[src/rtl/hub75_pkg.sv]
`default_nettype none

package hub75_pkg;

  // panel geometry for a 64 x 32 panel driven at 1/16 scan
  localparam int PANEL_WIDTH = 64;
  localparam int PANEL_ROWS  = 16;

  localparam int COL_W = 6;
  localparam int ROW_W = 4;
  localparam int Y_W   = 5;   // host rows 0 to 31 span both halves

  // one more bit than COL_W so the countdown can hold PANEL_WIDTH itself
  localparam int COUNT_W = 7;

  // clk cycles a latched row stays lit
  localparam int DISPLAY_CYCLES = 256;
  localparam int DISP_W         = $clog2(DISPLAY_CYCLES);

  typedef logic [COL_W-1:0] col_t;

  typedef logic [ROW_W-1:0] row_t;

  typedef logic [Y_W-1:0] ypos_t;

  // bit 2 red, bit 1 green, bit 0 blue
  typedef logic [2:0] rgb_t;

  typedef logic [COUNT_W-1:0] count_t;

endpackage

`default_nettype wire

[src/rtl/row_scanner.sv]
`default_nettype none

module row_scanner (
  input  logic            clk,
  input  logic            rst,
  input  logic            enable,
  input  logic            finish,
  output logic            shift_init,
  output logic            lat,
  output logic            oe_n,
  output hub75_pkg::row_t shift_row,
  output hub75_pkg::row_t row_addr
);
  import hub75_pkg::*;

  enum logic [1:0] {
    ST_IDLE,
    ST_SHIFT,
    ST_LATCH,
    ST_DISPLAY
  } state;

  logic [DISP_W-1:0] disp_count;

  always_ff @(posedge clk) begin
    if (rst) begin
      state      <= ST_IDLE;
      shift_init <= 1'b0;
      lat        <= 1'b0;
      oe_n       <= 1'b1;
      shift_row  <= '0;
      row_addr   <= '0;
      disp_count <= '0;
    end else begin
      shift_init <= 1'b0;   // init and lat are single-cycle strobes
      lat        <= 1'b0;
      case (state)
        ST_IDLE: begin
          // enable is only looked at here, so a row in progress always completes
          oe_n <= 1'b1;
          if (enable) begin
            shift_init <= 1'b1;
            state      <= ST_SHIFT;
          end
        end
        ST_SHIFT: begin
          // finish from the last burst is still high while init is out
          if (finish && !shift_init) begin
            lat      <= 1'b1;
            row_addr <= shift_row;
            state    <= ST_LATCH;
          end
        end
        ST_LATCH: begin
          oe_n       <= 1'b0;
          disp_count <= DISP_W'(DISPLAY_CYCLES - 1);
          state      <= ST_DISPLAY;
        end
        ST_DISPLAY: begin
          if (disp_count == '0) begin
            oe_n      <= 1'b1;
            shift_row <= shift_row + 1'b1;   // wraps 15 to 0
            state     <= ST_IDLE;
          end else begin
            disp_count <= disp_count - 1'b1;
          end
        end
        default: begin
          state <= ST_IDLE;
          oe_n  <= 1'b1;
        end
      endcase
    end
  end

endmodule

`default_nettype wire

[config.mk]
export PLATFORM = sky130hd
export DESIGN_NAME = row_scanner
export DESIGN_NICKNAME = d
export VERILOG_FILES = /design/src/rtl/hub75_pkg.sv /design/src/rtl/row_scanner.sv
export SDC_FILE = /design/constraint.sdc
export NUM_CORES = 1
export LEC_CHECK = 0
export BUFFER_PORTS_ARGS = -buffer_cell sky130_fd_sc_hd__buf_2
export CAP_MARGIN = 25
export CORE_ASPECT_RATIO = 1.2
export CORE_MARGIN = 8
export CORE_UTILIZATION = 45
export CTS_BUF_LIST = sky130_fd_sc_hd__clkbuf_4 sky130_fd_sc_hd__clkbuf_8
export CTS_CLUSTER_SIZE = 20
export DETAILED_ROUTE_END_ITERATION = 7
export GPL_TIMING_DRIVEN = 1
export PLACE_DENSITY_LB_ADDON = 0.3
export SLEW_MARGIN = 25
export SYNTH_ARGS = -nofsm -noshare
export SYNTH_HDL_FRONTEND = slang
export SYNTH_SLANG_ARGS = --single-unit
export TNS_END_PERCENT = 1
[constraint.sdc]
create_clock -name clk -period 2 [get_ports clk]
set_input_delay 0.1 -clock clk [delete_from_list [all_inputs] [get_ports clk]]
set_output_delay 0.1 -clock clk [all_outputs]
set_load 0.005 [all_outputs]
==> flow_metrics.py <==
metrics = {
    "outcome": {
        "outcome": "finished, final reports clean",
    },
    "route": {
        "firstDrtPassIters": 4,
        "drt-initial-drc-count": 20,
        "vias": 833,
        "avgViaCountPerCell": 5.41,
        "drc_errors": 0,
        "wire_per_inst_um": 13.0,
        "drt-total-wl_um": 2000,
        "postRouteAntennaNets": 0,
    },
    "synthesis": {
        "synth_cells": 106,
        "yosysWarnings": 0,
        "synth_seq_cells": 21,
        "ys_seq_area_share_pct": 41.5,
        "postSynthAreaPerCell_um2": 9.56,
        "syn_nets": 117,
        "syn-cell-area_um2": 1010,
        "synth.distinct_cells": 28,
    },
    "power": {
        "p_leak_nw": 0.499,
        "p_per_area_nw_per_um2": 1330,
        "ir_worst_vdd_mv": 0.770,
    },
    "setup_path": {
        "critical_path_class": "reg2reg",
        "crit_buf_inv": 1,
        "crit_path_end_kind": "register",
        "r2r_start": "disp_count[0]",
        "slowest_stage": "or4b_4",
        "required_ns": 2.24,
        "cp_top_family": "simple AND/OR/NAND/NOR gates",
        "crit_path_start_kind": "register",
        "max_stage_delay_ns": 0.50,
        "worstPathCellList": "inv_1 -> ha_2 -> or4b_4 -> o21a_4 -> a221oi_4 -> mux2i_1",
        "startpoint": "disp_count[0]",
        "crit_fanout": 7,
        "worstPathArrival_ns": 2.11,
    },
    "sta": {
        "fin_ws_ns": 0.128,
        "rsz0062_at_grt": "false",
        "timing.fmax_mhz": 534,
        "setup_viol": 0,
        "hold-worst-slack_ns": 0.0191,
        "finalCritPeriodShare_pct": 93.6,
        "relSlewSlack_pct": 74.2,
        "fin_crit_ns": 1.87,
        "slew_viol_final": 0,
        "worstMarginPinSlew_ns": 0.387,
        "hold_viol_final": 0,
        "tns_ns": 0,
        "fin_skew_ns": 0.00774,
    },
    "cts": {
        "clk_pin_slew_worst_paths_ns": 0.12,
        "root_buffer": "clkbuf_4",
        "postCtsSetupRepairBufs": 0,
        "ctsLongestPathBuffers": 2,
        "cts_inserted_buffers": 3,
        "cts_max_level": 1,
        "clock_latency_ns": 0.30,
        "cts_tree": "yes",
        "clock_sinks": 21,
        "hold_buffers": 0,
    },
    "floorplan": {
        "die_x_um": 59.3,
        "dieHeight_um": 68.0,
        "die_area_um2": 4030,
        "std_cell_rows": 19,
        "ios": 15,
        "initial_core_util_pct": 45.8,
        "core_area_um2": 2210,
    },
    "placed_design": {
        "place_congestion": 0.791,
        "io_buffers": 14,
        "place_hpwl_um": 1490,
        "place_ws_ns": 0.159,
    },
    "grt": {
        "track_usage_pct": 10.7,
        "grt_max_degree": 25,
        "antenna_found_initial": 0,
        "grt_pass1_wl_um": 3450,
        "grt_pass1_vias": 844,
        "overflow": 0,
    },
    "layout": {
        "antenna_cells": 0,
        "num-fill-cells": 226,
        "nets": 135,
        "area_growth_pct": 13.7,
        "drive_gt1_share_pct": 20.3,
        "multi_input_area_um2": 566,
        "seqCellArea_um2": 420,
    },
    "run": {
        "cap_viol_max_count": 0,
    },
    "min_path": {
        "min_from": "enable",
        "hold_class": "in2reg",
    },
}
layer usage:
layer,vias to the layer above,GRT usage (%),share of wire (%),routed length (µm)
li1,416,-,-,-
met1,395,11.5,41,811
met2,20,19.9,54,1080
met3,2,2.82,4.4,88
met4,0,3.29,0.60,12
met5,-,0,0,0
through the flow:
| stage | instances | utilization [%] | power, W | area [µm²] |
|---|---|---|---|---|
| floorplan | 106 | - | 0.00114 | 1010 |
| global placement | 150 | 50.8 | 0.00128 | 1120 |
| detailed placement | 150 | 50.8 | 0.00131 | 1120 |
| CTS | 154 | 52.0 | 0.00153 | 1150 |
| global route | 154 | 52.1 | 0.00167 | 1150 |
| finish | 154 | 52.1 | 0.00153 | 1150 |
final timing paths:
kind	end	slack, ns	cells past startpoint
setup / recovery	state[1]	0.13	6
hold / removal	shift_init	0.02	3
setup reg to reg	state[1]	0.13	6
hold reg to reg	row_addr[2]	0.51	2
worst reg2reg max path: cells and delay by family (launching register included):
kind | cells | cell delay [ns]
muxes | 1 | 0.21
AOI/OAI and AO/OA | 2 | 0.48
DFF | 1 | 0.36
and+or+nand+nor | 1 | 0.50
adders and majority gates | 1 | 0.20
buffers and inverters | 1 | 0.07
layout make-up:
| type | instances | area share (%) |
|---|---|---|
| Clock inverter | 1 | 0.434 |
| Multi-Input combinational cell | 77 | 49.1 |
| Sequential cell | 21 | 36.5 |
| Timing Repair Buffer | 15 | 6.73 |
| Tap cell | 31 | 3.37 |
| Inverter | 6 | 1.95 |
| Clock buffer | 3 | 1.95 |
power by group:
part,leakage [nW],internal (W),switching (W),total [W]
logic,0.310,0.000318,0.000374,0.000692
clock network,0.0177,0.0000744,0.000127,0.000201
registers,0.171,0.000520,0.000115,0.000634
cell usage after synthesis:
master	number	share of area [%]
dfxtp_1	21	41
nor2_1	13	4.8
ha_1	7	8.6
mux2i_1	7	6.9
inv_1	6	2.2
nor3_1	6	3.0
nand2b_1	5	3.1
a211oi_1	4	3.0
a21oi_1	4	2.0
or3_1	4	2.5
xor2_1	4	3.5
nand2_1	3	1.1
nand4_1	3	1.9
a31oi_1	2	1.2
clkbuf_1	2	0.74
nand3_1	2	0.99
o21ai_0	2	0.99
a221oi_4	1	2.6
a311oi_1	1	0.86
and2_1	1	0.62
nand3b_1	1	0.74
nor3_2	1	0.99
o211ai_1	1	0.74
o21a_4	1	1.5
o21bai_1	1	0.74
o31ai_1	1	0.74
o41a_2	1	1.2
or4b_4	1	1.4
kinds of logic (layout without fill, tap and decap cells):
logic type	after synthesis	count (layout)	synth area share [%]
simple gates	40	40	21.0
mux	7	7	6.91
flops	21	21	41.5
xor+xnor	4	4	3.46
compound gates	19	19	15.6
buf+inv	8	25	2.96
fa+ha+maj	7	7	8.64
placed cells by master, fill, tap and decap left out, drive strengths merged:
master / Yosys / routed
and2: 1 / 1
clkinv: 0 / 1
o21ai: 2 / 2
o21a: 1 / 1
or4b: 1 / 1
o211ai: 1 / 1
nand2: 3 / 3
nand4: 3 / 3
xor2: 4 / 4
a211oi: 4 / 4
nand3: 2 / 2
nor2: 13 / 13
mux2i: 7 / 7
nand2b: 5 / 5
o41a: 1 / 1
a21oi: 4 / 4
o31ai: 1 / 1
a31oi: 2 / 2
o21bai: 1 / 1
inv: 6 / 6
ha: 7 / 7
clkbuf: 2 / 3
buf: 0 / 15
a221oi: 1 / 1
nor3: 7 / 7
a311oi: 1 / 1
nand3b: 1 / 1
dfxtp: 21 / 21
or3: 4 / 4
registers in the layout, summed over array words and instances, names as in the netlist:
name / count
lat: 1
shift_init: 1
state: 2
disp_count: 8
row_addr: 4
oe_n: 1
shift_row: 4
timing repair:
item | in CTS | in global routing
setup endpoints to repair | 0 | 1
gates resized for setup | 0 | 1
endpoints found under the hold margin | 0 | 0
No activity file was read; power rests on OpenSTA's default activity.
