## src/rtl/hub75_pkg.sv

```systemverilog
`default_nettype none

package hub75_pkg;

  // panel geometry for a 64 x 32 panel driven at 1/16 scan
  localparam int PANEL_WIDTH = 64;
  localparam int PANEL_ROWS  = 16;

  localparam int COL_W = 6;
  localparam int ROW_W = 4;
  localparam int Y_W   = 5;   // host rows 0 to 31 span both halves

  // one more bit than COL_W so the countdown can hold PANEL_WIDTH itself
  localparam int COUNT_W = 7;

  // clk cycles a latched row stays lit
  localparam int DISPLAY_CYCLES = 256;
  localparam int DISP_W         = $clog2(DISPLAY_CYCLES);

  typedef logic [COL_W-1:0] col_t;

  typedef logic [ROW_W-1:0] row_t;

  typedef logic [Y_W-1:0] ypos_t;

  // bit 2 red, bit 1 green, bit 0 blue
  typedef logic [2:0] rgb_t;

  typedef logic [COUNT_W-1:0] count_t;

endpackage

`default_nettype wire

```

## src/rtl/column_countdown.sv

```systemverilog
`default_nettype none

module column_countdown (
  input  logic              clk,
  input  logic              rst,
  input  logic              load,
  input  logic              dec,
  output hub75_pkg::count_t remaining
);
  import hub75_pkg::*;

  count_t count;

  // load wins over dec so a fresh burst always starts from the full width
  always_ff @(posedge clk) begin
    if (rst || load) begin
      count <= count_t'(PANEL_WIDTH);
    end else if (dec && (count != '0)) begin
      count <= count - 1'b1;   // stops at zero instead of wrapping
    end
  end

  assign remaining = count;

endmodule

`default_nettype wire

```

## src/rtl/pixel_shift_clocker.sv

```systemverilog
`default_nettype none

module pixel_shift_clocker (
  input  logic            clk,
  input  logic            rst,
  input  logic            init,
  output logic            shift_active,
  output logic            finish,
  output logic            sclk,
  output hub75_pkg::col_t col
);
  import hub75_pkg::*;

  enum logic [1:0] {
    ST_START,
    ST_ITERATE,
    ST_FINISH
  } state;

  logic   cd_load;
  logic   cd_dec;
  count_t cd_remaining;
  count_t col_count;

  always_ff @(posedge clk) begin
    if (rst) begin
      state        <= ST_START;
      shift_active <= 1'b0;
      finish       <= 1'b0;
    end else begin
      case (state)
        ST_START: begin
          if (init) begin
            state        <= ST_ITERATE;
            shift_active <= 1'b1;
          end
        end
        ST_ITERATE: begin
          // the last column is being shifted when one remains
          if (cd_remaining == count_t'(1)) begin
            state        <= ST_FINISH;
            shift_active <= 1'b0;
            finish       <= 1'b1;
          end
        end
        ST_FINISH: begin
          if (init) begin   // a new burst can start straight from here
            state        <= ST_ITERATE;
            shift_active <= 1'b1;
            finish       <= 1'b0;
          end
        end
        default: begin
          state        <= ST_START;
          shift_active <= 1'b0;
          finish       <= 1'b0;
        end
      endcase
    end
  end

  // reload in finish as well, so the count is full again before the next init
  assign cd_load = (state != ST_ITERATE);
  assign cd_dec  = shift_active;

  column_countdown u_countdown (
    .clk       (clk),
    .rst       (rst),
    .load      (cd_load),
    .dec       (cd_dec),
    .remaining (cd_remaining)
  );

  assign col_count = count_t'(PANEL_WIDTH) - cd_remaining;
  assign col       = col_count[COL_W-1:0];

  // sclk rises at the falling clk edge, mid-way through each data cycle
  assign sclk = shift_active & ~clk;

endmodule

`default_nettype wire

```

## config.mk

```make
export PLATFORM = sky130hd
export DESIGN_NAME = pixel_shift_clocker
export DESIGN_NICKNAME = d
export VERILOG_FILES = /design/src/rtl/hub75_pkg.sv /design/src/rtl/column_countdown.sv /design/src/rtl/pixel_shift_clocker.sv
export SDC_FILE = /design/constraint.sdc
export NUM_CORES = 1
export LEC_CHECK = 0
export BUFFER_PORTS_ARGS = -buffer_cell sky130_fd_sc_hd__buf_2
export CAP_MARGIN = 20
export CORE_AREA = 2 2 39 41
export CTS_CLUSTER_SIZE = 14
export DETAILED_ROUTE_END_ITERATION = 16
export DIE_AREA = 0 0 41 43
export HOLD_SLACK_MARGIN = 0.03
export PLACE_DENSITY_LB_ADDON = 0.3
export SYNTH_ARGS = -nofsm -noshare
export SYNTH_HDL_FRONTEND = slang
export SYNTH_HIERARCHICAL = 1
export SYNTH_SLANG_ARGS = --single-unit
```

## constraint.sdc

```tcl
create_clock -name clk -period 3.9 [get_ports clk]
set_clock_uncertainty 0.05 [all_clocks]
set_input_delay 0.195 -clock clk [delete_from_list [all_inputs] [get_ports clk]]
set_output_delay 0.195 -clock clk [all_outputs]
set_load 0.02 [all_outputs]
```

==> impl_metrics.yaml, run 1 <==
outcome:
  status: "complete, no violations"
floorplanning:
  fp-row-count: 14
  start_util: 0.500
  die_width_um: 41
  die_h_um: 43
  die_area_um2: 1760
  io_pins: 12
  core_region_area_um2: 1380
yosys:
  synth_edf_count: 0
  synth_cell_types: 31
  synth_area_leaders: "dfxtp_1 32%, ha_1 7.2%, nand2_1 6.0%"
  synth-xor-area-share: 0.0506
  synthSimpleGateAreaFrac: 0.336
  ys_warn_count: 6
  synth_compound_area_frac: 0.143
  yosys_register_bits: 11
  syn_nets: 87
  syn_inst: 80
  synth-main-ff-cell: "dfxtp_1"
  syn_area_per_cell_um2: 8.65
  synth_top_area_share: 0.318
  async_reset_ff_frac: 0
  synth_top_family_by_area: "simple AND/OR/NAND/NOR gates"
  netlist_area_um2: 692
  ys_top_cells_by_count: "11 x dfxtp_1, 11 x nand2_1"
  synthAdderAreaFrac: 0.0723
  yosysTopAreaCell: "dfxtp_1"
  ys_seq_area_frac: 0.318
  synth_mux_area_frac: 0.0579
critical_path:
  crit_required_ns: 3.65
  cp.arrival_ns: 2.44
  cp_max_fo: 2
  cp-end-kind: "output port"
  crit_type: "clock port to output port"
  cp-start-kind: "clock port"
sta:
  tightest_slew_ns: 0.465
  setup_tns_ns: 0
  setup_viol: 0
  drv_slew: 0
  grt_setup_unrepaired: "false"
  max_slew_margin: 0.687
  hold_viol: 0
pwr:
  peakVddDrop_mv: 0.252
  power_density_nw_per_um2: 497
  p_leak_nw: 0.341
routing:
  vias: 642
  ant_nets: 0
  post-route-drc-count: 0
  drt_iter0_drc: 7
  drt-total-wl_um: 1470
  first_pass_iters: 4
  via_per_inst: 5.63
  avgRoutedWirePerCell_um: 12.9
cts:
  postCtsHoldBufs: 0
  clkSlewWorstSetupHoldPaths_ns: 0.07
  cts_resized: 0
  cts_setup_buffers: 0
  cts_tree: "built"
  clk-insertion-delay-late_ns: 0.37
layout:
  layout-drive-gt1-share: 0.286
  fillCellCount: 142
  n_antenna_cell: 0
  seqCellArea_um2: 220
  multi_input_area_um2: 457
  final_util: 0.590
  finalNetCount: 106
  syn_to_final_growth_pct: 17.9
grt:
  grt_pass1_wl_um: 2300
  grtUsageTotal: 0.200
  grt_pass1_vias: 564
  grt_max_degree: 12
  antenna_found_initial: 0
  grt_overflow: 0
worst_hold_path:
  hold_path_class: "input port to flip-flop"
run:
  max-cap-violations: 0
placement:
  place_hpwl_um: 1070
  gp_congestion: 0.789
  io_buffers: 11
## worst max-delay path: stages
cell and delay [ns]:
clkbuf_4 0.11, clkbuf_4 0.12, nor2b_1 0.09, buf_2 0.17
## routing by layer
layer / vias up / GRT usage / wire length, um
li1: 325 / - / -
met4: 0 / 0.140 / 14
met3: 2 / 0.0524 / 44
met1: 302 / 0.216 / 682
met5: - / 0 / 0
met2: 13 / 0.316 / 730
## sequential cells by signal (all words and copies together), names as in the netlist
register and cells:
finish 1, shift_active 1, state 2, u_countdown/remaining 7
## cell type report
| cell class | instances | area share |
|---|---|---|
| tap | 16 | 0.0245 |
| inverter | 4 | 0.0184 |
| clock buffer | 8 | 0.0660 |
| timing repair buffer | 10 | 0.0613 |
| multi-input combinational | 65 | 0.560 |
| sequential | 11 | 0.270 |
## per-stage QoR
stage	std cells	hold WS, ns	instance area [um2]	power, mW	worst slack (ns)
global route	114	0.0469	816	0.433	1.19
detailed placement	107	0.306	767	0.288	1.47
floorplan	80	0.207	692	0.248	1.40
CTS	114	0.0441	816	0.410	1.20
global placement	107	0.306	767	0.285	1.47
finish	114	0.0463	816	0.406	1.22
## final timing paths
| check | from | end | slack [ns] | cells after the start |
|---|---|---|---|---|
| max | clk | sclk | 1.22 | 4 |
| max reg2reg | u_countdown/remaining[2]$_SDFFE_PP0P_ | u_countdown/remaining[6]$_SDFFE_PP1P_ | 2.20 | 3 |
| min | rst | state[1]$_SDFFE_PP0P_ | 0.05 | 2 |
| min reg2reg | finish$_SDFFE_PP0P_ | finish$_SDFFE_PP0P_ | 0.42 | 2 |
## power breakdown
part	switching (mW)	total, mW	leakage (nW)	internal (mW)
Combinational	0.0707	0.130	0.215	0.0588
Sequential	0.0180	0.140	0.0899	0.122
Clock	0.0574	0.137	0.0358	0.0793
Total	0.146	0.406	0.341	0.260
## layout by cell type (no fill, tap or decap), types with 4 or more instances in the layout
cell      Yosys  layout
o21ai_0       4       4
nor2_1        4       4
buf_2         0      11
nor3_1        4       4
inv_1         4       4
clkbuf_4      0       6
dfxtp_1      11      11
mux2i_1       4       4
ha_1          4       4
nand2_1      11      11
## kinds of logic after synthesis
family,Yosys count
buffers and inverters,4
muxes,4
xor gates and xnor gates,4
AOI/OAI and AO/OA,14
adders and majority gates,4
and+or+nand+nor,39
DFF,11
Power figures use the tool's default switching activity.
==> inputs of run 2 (changes only) <==
--- a/config.mk
+++ b/config.mk
@@ -7,10 +7,10 @@
 export LEC_CHECK = 0
 export BUFFER_PORTS_ARGS = -buffer_cell sky130_fd_sc_hd__buf_2
 export CAP_MARGIN = 20
-export CORE_AREA = 2 2 39 41
+export CORE_MARGIN = 2
+export CORE_UTILIZATION = 47
 export CTS_CLUSTER_SIZE = 14
 export DETAILED_ROUTE_END_ITERATION = 16
-export DIE_AREA = 0 0 41 43
 export HOLD_SLACK_MARGIN = 0.03
 export PLACE_DENSITY_LB_ADDON = 0.3
 export SYNTH_ARGS = -nofsm -noshare
==> constraint.sdc (replaced) <==
create_clock -name clk -period 2.4 [get_ports clk]
set_clock_uncertainty 0.05 [all_clocks]
set_input_delay 0.12 -clock clk [delete_from_list [all_inputs] [get_ports clk]]
set_output_delay 0.12 -clock clk [all_outputs]
set_load 0.02 [all_outputs]
==> impl_metrics.yaml, run 2 (synthesis results as in run 1) <==
grt:
  grtUsageTotal: 0.193
  grt_max_degree: 12
  grt_overflow: 0
  grt_pass1_wl_um: 2540
  grt_pass1_vias: 570
  antenna_found_initial: 0
pwr:
  peakVddDrop_mv: 0.493
  power_density_nw_per_um2: 797
  p_leak_nw: 0.352
routing:
  post-route-drc-count: 0
  vias: 658
  via_per_inst: 5.72
  drt-total-wl_um: 1540
  drt_iter0_drc: 8
  avgRoutedWirePerCell_um: 13.4
  first_pass_iters: 4
  ant_nets: 0
floorplanning:
  start_util: 0.519
  fp-row-count: 13
  die_area_um2: 1800
  die_h_um: 42.4
  core_region_area_um2: 1330
  io_pins: 12
  die_width_um: 42.4
critical_path:
  r2r-start: "u_countdown/remaining[2]$_SDFFE_PP0P_"
  cp-start-kind: "flip-flop"
  critPathLaunch: "u_countdown/remaining[2]$_SDFFE_PP0P_"
  cp.arrival_ns: 2.44
  cp-end-kind: "flip-flop"
  r2r_slack_ns: 0.23
  crit_required_ns: 2.67
  cp_max_fo: 11
  r2r_end: "state[1]$_SDFFE_PP0P_"
  endpoint: "state[1]$_SDFFE_PP0P_"
  crit_type: "flip-flop to flip-flop"
  ff2ff_path_depth: 4
cts:
  cts_tree: "built"
  cts_setup_buffers: 0
  clkSlewWorstSetupHoldPaths_ns: 0.07
  clk-insertion-delay-late_ns: 0.38
  cts_resized: 0
placement:
  io_buffers: 11
  gp_congestion: 0.781
  place_hpwl_um: 1080
  placed_area_um2: 766
outcome:
  status: "complete, no violations"
sta:
  setup_tns_ns: 0
  fmax_mhz: 461
  tightest_slew_ns: 0.477
  hold_viol: 0
  max_slew_margin: 0.681
  min_period_ns: 2.17
  drv_slew: 0
  timing.hold.ws_ns: 0.0430
  grt_setup_unrepaired: "false"
  setup_viol: 0
  finalCritPeriodShare: 0.904
layout:
  final_util: 0.626
  layout-drive-gt1-share: 0.280
  seqCellArea_um2: 220
  n_antenna_cell: 0
  mostFrequentLayoutCells: "11 x nand2_1, 11 x dfxtp_1, 11 x buf_2"
  finalNetCount: 108
  stdcell_area_um2: 835
  fillCellCount: 115
  syn_to_final_growth_pct: 20.6
  largest_reg_flops: 7
  multi_input_area_um2: 457
worst_hold_path:
  hold_path_class: "input port to flip-flop"
  min_path_cells: 4
run:
  max-cap-violations: 0
## run 2: cell types whose count changed in the layout (fill, tap and decap cells not counted)
| cell | previous run | this run |
|---|---|---|
| dlygate4sd3_1 | 0 | 2 |
## run 2: worst min-delay path by stage
stage,start,endpoint,slack [ns]
final,init,finish$_SDFFE_PP0P_,0.04
after global routing,init,finish$_SDFFE_PP0P_,0.08
after CTS,init,finish$_SDFFE_PP0P_,0.04
after detailed placement,clk,sclk,0.23
after global placement,clk,sclk,0.23
after floorplan,rst,finish$_SDFFE_PP0P_,0.13
## run 2: metrics by stage
stage	worst slack [ns]	cells	total power, mW
after global routing	0.170	115	0.709
after detailed placement	0.738	106	0.465
after floorplan	0.726	80	0.404
after global placement	0.757	106	0.462
after CTS	0.237	115	0.672
final	0.230	115	0.665
## run 2: layout make-up
class                           instances  share of cell area
Multi-Input combinational cell         65               0.547
Sequential cell                        11               0.264
Timing Repair Buffer                   12              0.0840
Clock buffer                            8              0.0645
Tap cell                               15              0.0225
Inverter                                4              0.0180
## run 2: critical path: stages, from the launching register on
cell and delay (ns):
dfxtp_1 0.41, or3_4 0.43, or4_4 0.54, a21oi_2 0.14
dlygate4sd3_1 0.55
## run 2: power by group
part           total [mW]  switching, mW  internal, mW  leakage [nW]
registers           0.227         0.0291         0.198        0.0899
clock network       0.227         0.0978         0.129        0.0358
logic               0.211          0.114        0.0968         0.226
## run 2: timing repair
action,CTS,global route
setup endpoints to repair,0,0
hold buffers,2,0
hold endpoints to repair,3,0
## run 2: per-layer routing
layer / track usage / wire, um / vias up
met1: 0.249 / 707 / 299
met3: 0.0603 / 90 / 5
met4: 0.150 / 39 / 0
met2: 0.262 / 700 / 26
met5: 0 / 0 / -
li1: - / - / 328
==> inputs of run 3 (changes only) <==
--- a/config.mk
+++ b/config.mk
@@ -5,10 +5,13 @@
 export SDC_FILE = /design/constraint.sdc
 export NUM_CORES = 1
 export LEC_CHECK = 0
+export ABC_CLOCK_PERIOD_IN_PS = 2400
 export BUFFER_PORTS_ARGS = -buffer_cell sky130_fd_sc_hd__buf_2
 export CAP_MARGIN = 20
+export CELL_PAD_IN_SITES_DETAIL_PLACEMENT = 0
+export CELL_PAD_IN_SITES_GLOBAL_PLACEMENT = 1
 export CORE_MARGIN = 2
-export CORE_UTILIZATION = 47
+export CORE_UTILIZATION = 35
 export CTS_CLUSTER_SIZE = 14
 export DETAILED_ROUTE_END_ITERATION = 16
 export HOLD_SLACK_MARGIN = 0.03
==> impl_metrics.yaml, run 3 (synthesis results as in run 1) <==
outcome:
  status: "complete, no violations"
routing:
  via_per_inst: 5.02
  ant_nets: 0
  top_layer: "met4"
  met2WireLength_um: 706
  route.layer.met1.wl_um: 788
  post-route-drc-count: 0
  wl_met3_um: 44
  drt-total-wl_um: 1590
  vias: 642
  drt_iter0_drc: 24
  first_pass_iters: 4
  avgRoutedWirePerCell_um: 12.4
worst_hold_path:
  min_path_cells: 2
  hold_path_end: "state[1]$_SDFFE_PP0P_"
  hold_path_startpoint: "state[1]$_SDFFE_PP0P_"
  hold_path_class: "flip-flop to flip-flop"
sta:
  finalCritPeriodShare: 0.900
  fmax_mhz: 463
  grt_setup_unrepaired: "false"
  drv_slew: 0
  tightest_slew_ns: 0.497
  min_period_ns: 2.16
  hold_viol: 0
  setup_viol: 0
  max_slew_margin: 0.666
  setup_tns_ns: 0
  setup_ws_ns: 0.239
floorplanning:
  die_width_um: 48.5
  die_area_um2: 2350
  start_util: 0.360
  die_h_um: 48.5
  fp-row-count: 16
  io_pins: 12
  core_region_area_um2: 1920
grt:
  grt_pass1_vias: 629
  antenna_found_initial: 0
  grt_overflow: 0
  grt_pass1_wl_um: 2750
  grt_max_degree: 12
  grtUsageTotal: 0.157
pwr:
  finalPower_uw: 671
  power_density_nw_per_um2: 780
  peakVddDrop_mv: 0.323
  p_leak_nw: 0.356
layout:
  mostFrequentLayoutCells: "11 x nand2_1, 11 x dfxtp_1, 11 x buf_2"
  final_util: 0.447
  finalNetCount: 109
  largest_reg_flops: 7
  n_antenna_cell: 0
  layout-drive-gt1-share: 0.277
  syn_to_final_growth_pct: 24.2
critical_path:
  r2r_slack_ns: 0.24
  r2r_end: "finish$_SDFFE_PP0P_"
  ff2ff_path_depth: 4
  crit_slowest_cell: "or4_4"
  crit_required_ns: 2.69
  cp_max_fo: 11
  cp_num_buf_inv: 1
  r2r-start: "u_countdown/remaining[2]$_SDFFE_PP0P_"
  max_stage_delay_ns: 0.54
  cp-start-kind: "flip-flop"
  crit_type: "flip-flop to flip-flop"
  critPathTopFamily: "simple AND/OR/NAND/NOR gates"
  cp-end-kind: "flip-flop"
  worstPathCellList: "or3_4 -> or4_4 -> a21oi_2 -> dlygate4sd3_1"
  cp.arrival_ns: 2.45
cts:
  clkSlewWorstSetupHoldPaths_ns: 0.08
  cts_tree: "built"
  postCtsHoldBufs: 3
  clk-insertion-delay-late_ns: 0.39
  cts_setup_buffers: 0
  cts_resized: 0
placement:
  io_buffers: 11
  gp_congestion: 0.856
  dp_slack_ns: 0.728
  place_hpwl_um: 1130
run:
  max-cap-violations: 0
## run 3: stage by stage
stage	hold WS, ns	instance area, um2	std cells
2_1_floorplan	0.132	692	80
3_3_place_gp	0.231	781	118
3_5_place_dp	0.231	781	118
4_1_cts	0.438	860	128
5_1_grt	0.473	860	128
6_report	0.433	860	128
## run 3: worst max-delay path by stage
| stage | startpoint | end | slack, ns | depth (start not counted) |
|---|---|---|---|---|
| final | u_countdown/remaining[2]$_SDFFE_PP0P_ | finish$_SDFFE_PP0P_ | 0.24 | 4 |
| after CTS | u_countdown/remaining[2]$_SDFFE_PP0P_ | finish$_SDFFE_PP0P_ | 0.25 | 4 |
| after global routing | u_countdown/remaining[2]$_SDFFE_PP0P_ | finish$_SDFFE_PP0P_ | 0.17 | 4 |
| after global placement | u_countdown/remaining[2]$_SDFFE_PP0P_ | u_countdown/remaining[6]$_SDFFE_PP1P_ | 0.75 | 3 |
| after floorplan | clk | sclk | 0.73 | 1 |
| after detailed placement | u_countdown/remaining[2]$_SDFFE_PP0P_ | u_countdown/remaining[6]$_SDFFE_PP1P_ | 0.73 | 3 |
## run 3: area by class of cell
class,count,area (um2)
fillers,215,1060
multi-input cells,65,457
flip-flops and latches,11,220
repair buffers,13,80.1
clock buffers,8,53.8
well taps,27,33.8
inverters,4,15.0
## run 3: layer usage
metal	global-route usage	vias up
li1	-	331
met1	0.186	286
met2	0.238	19
met3	0.0432	6
met4	0.124	0
met5	0	-
## run 3: worst min-delay path: cells and delay by family (launching register included)
family / cells / cell delay (ns)
DFF: 1 / 0.33
AOI/OAI and AO/OA: 1 / 0.05
and+or+nand+nor: 1 / 0.07
## run 3: where the power goes
part	internal (mW)	total [mW]	switching, mW
Combinational	0.0981	0.212	0.114
Sequential	0.197	0.227	0.0295
Clock	0.129	0.232	0.102
Total	0.425	0.671	0.246
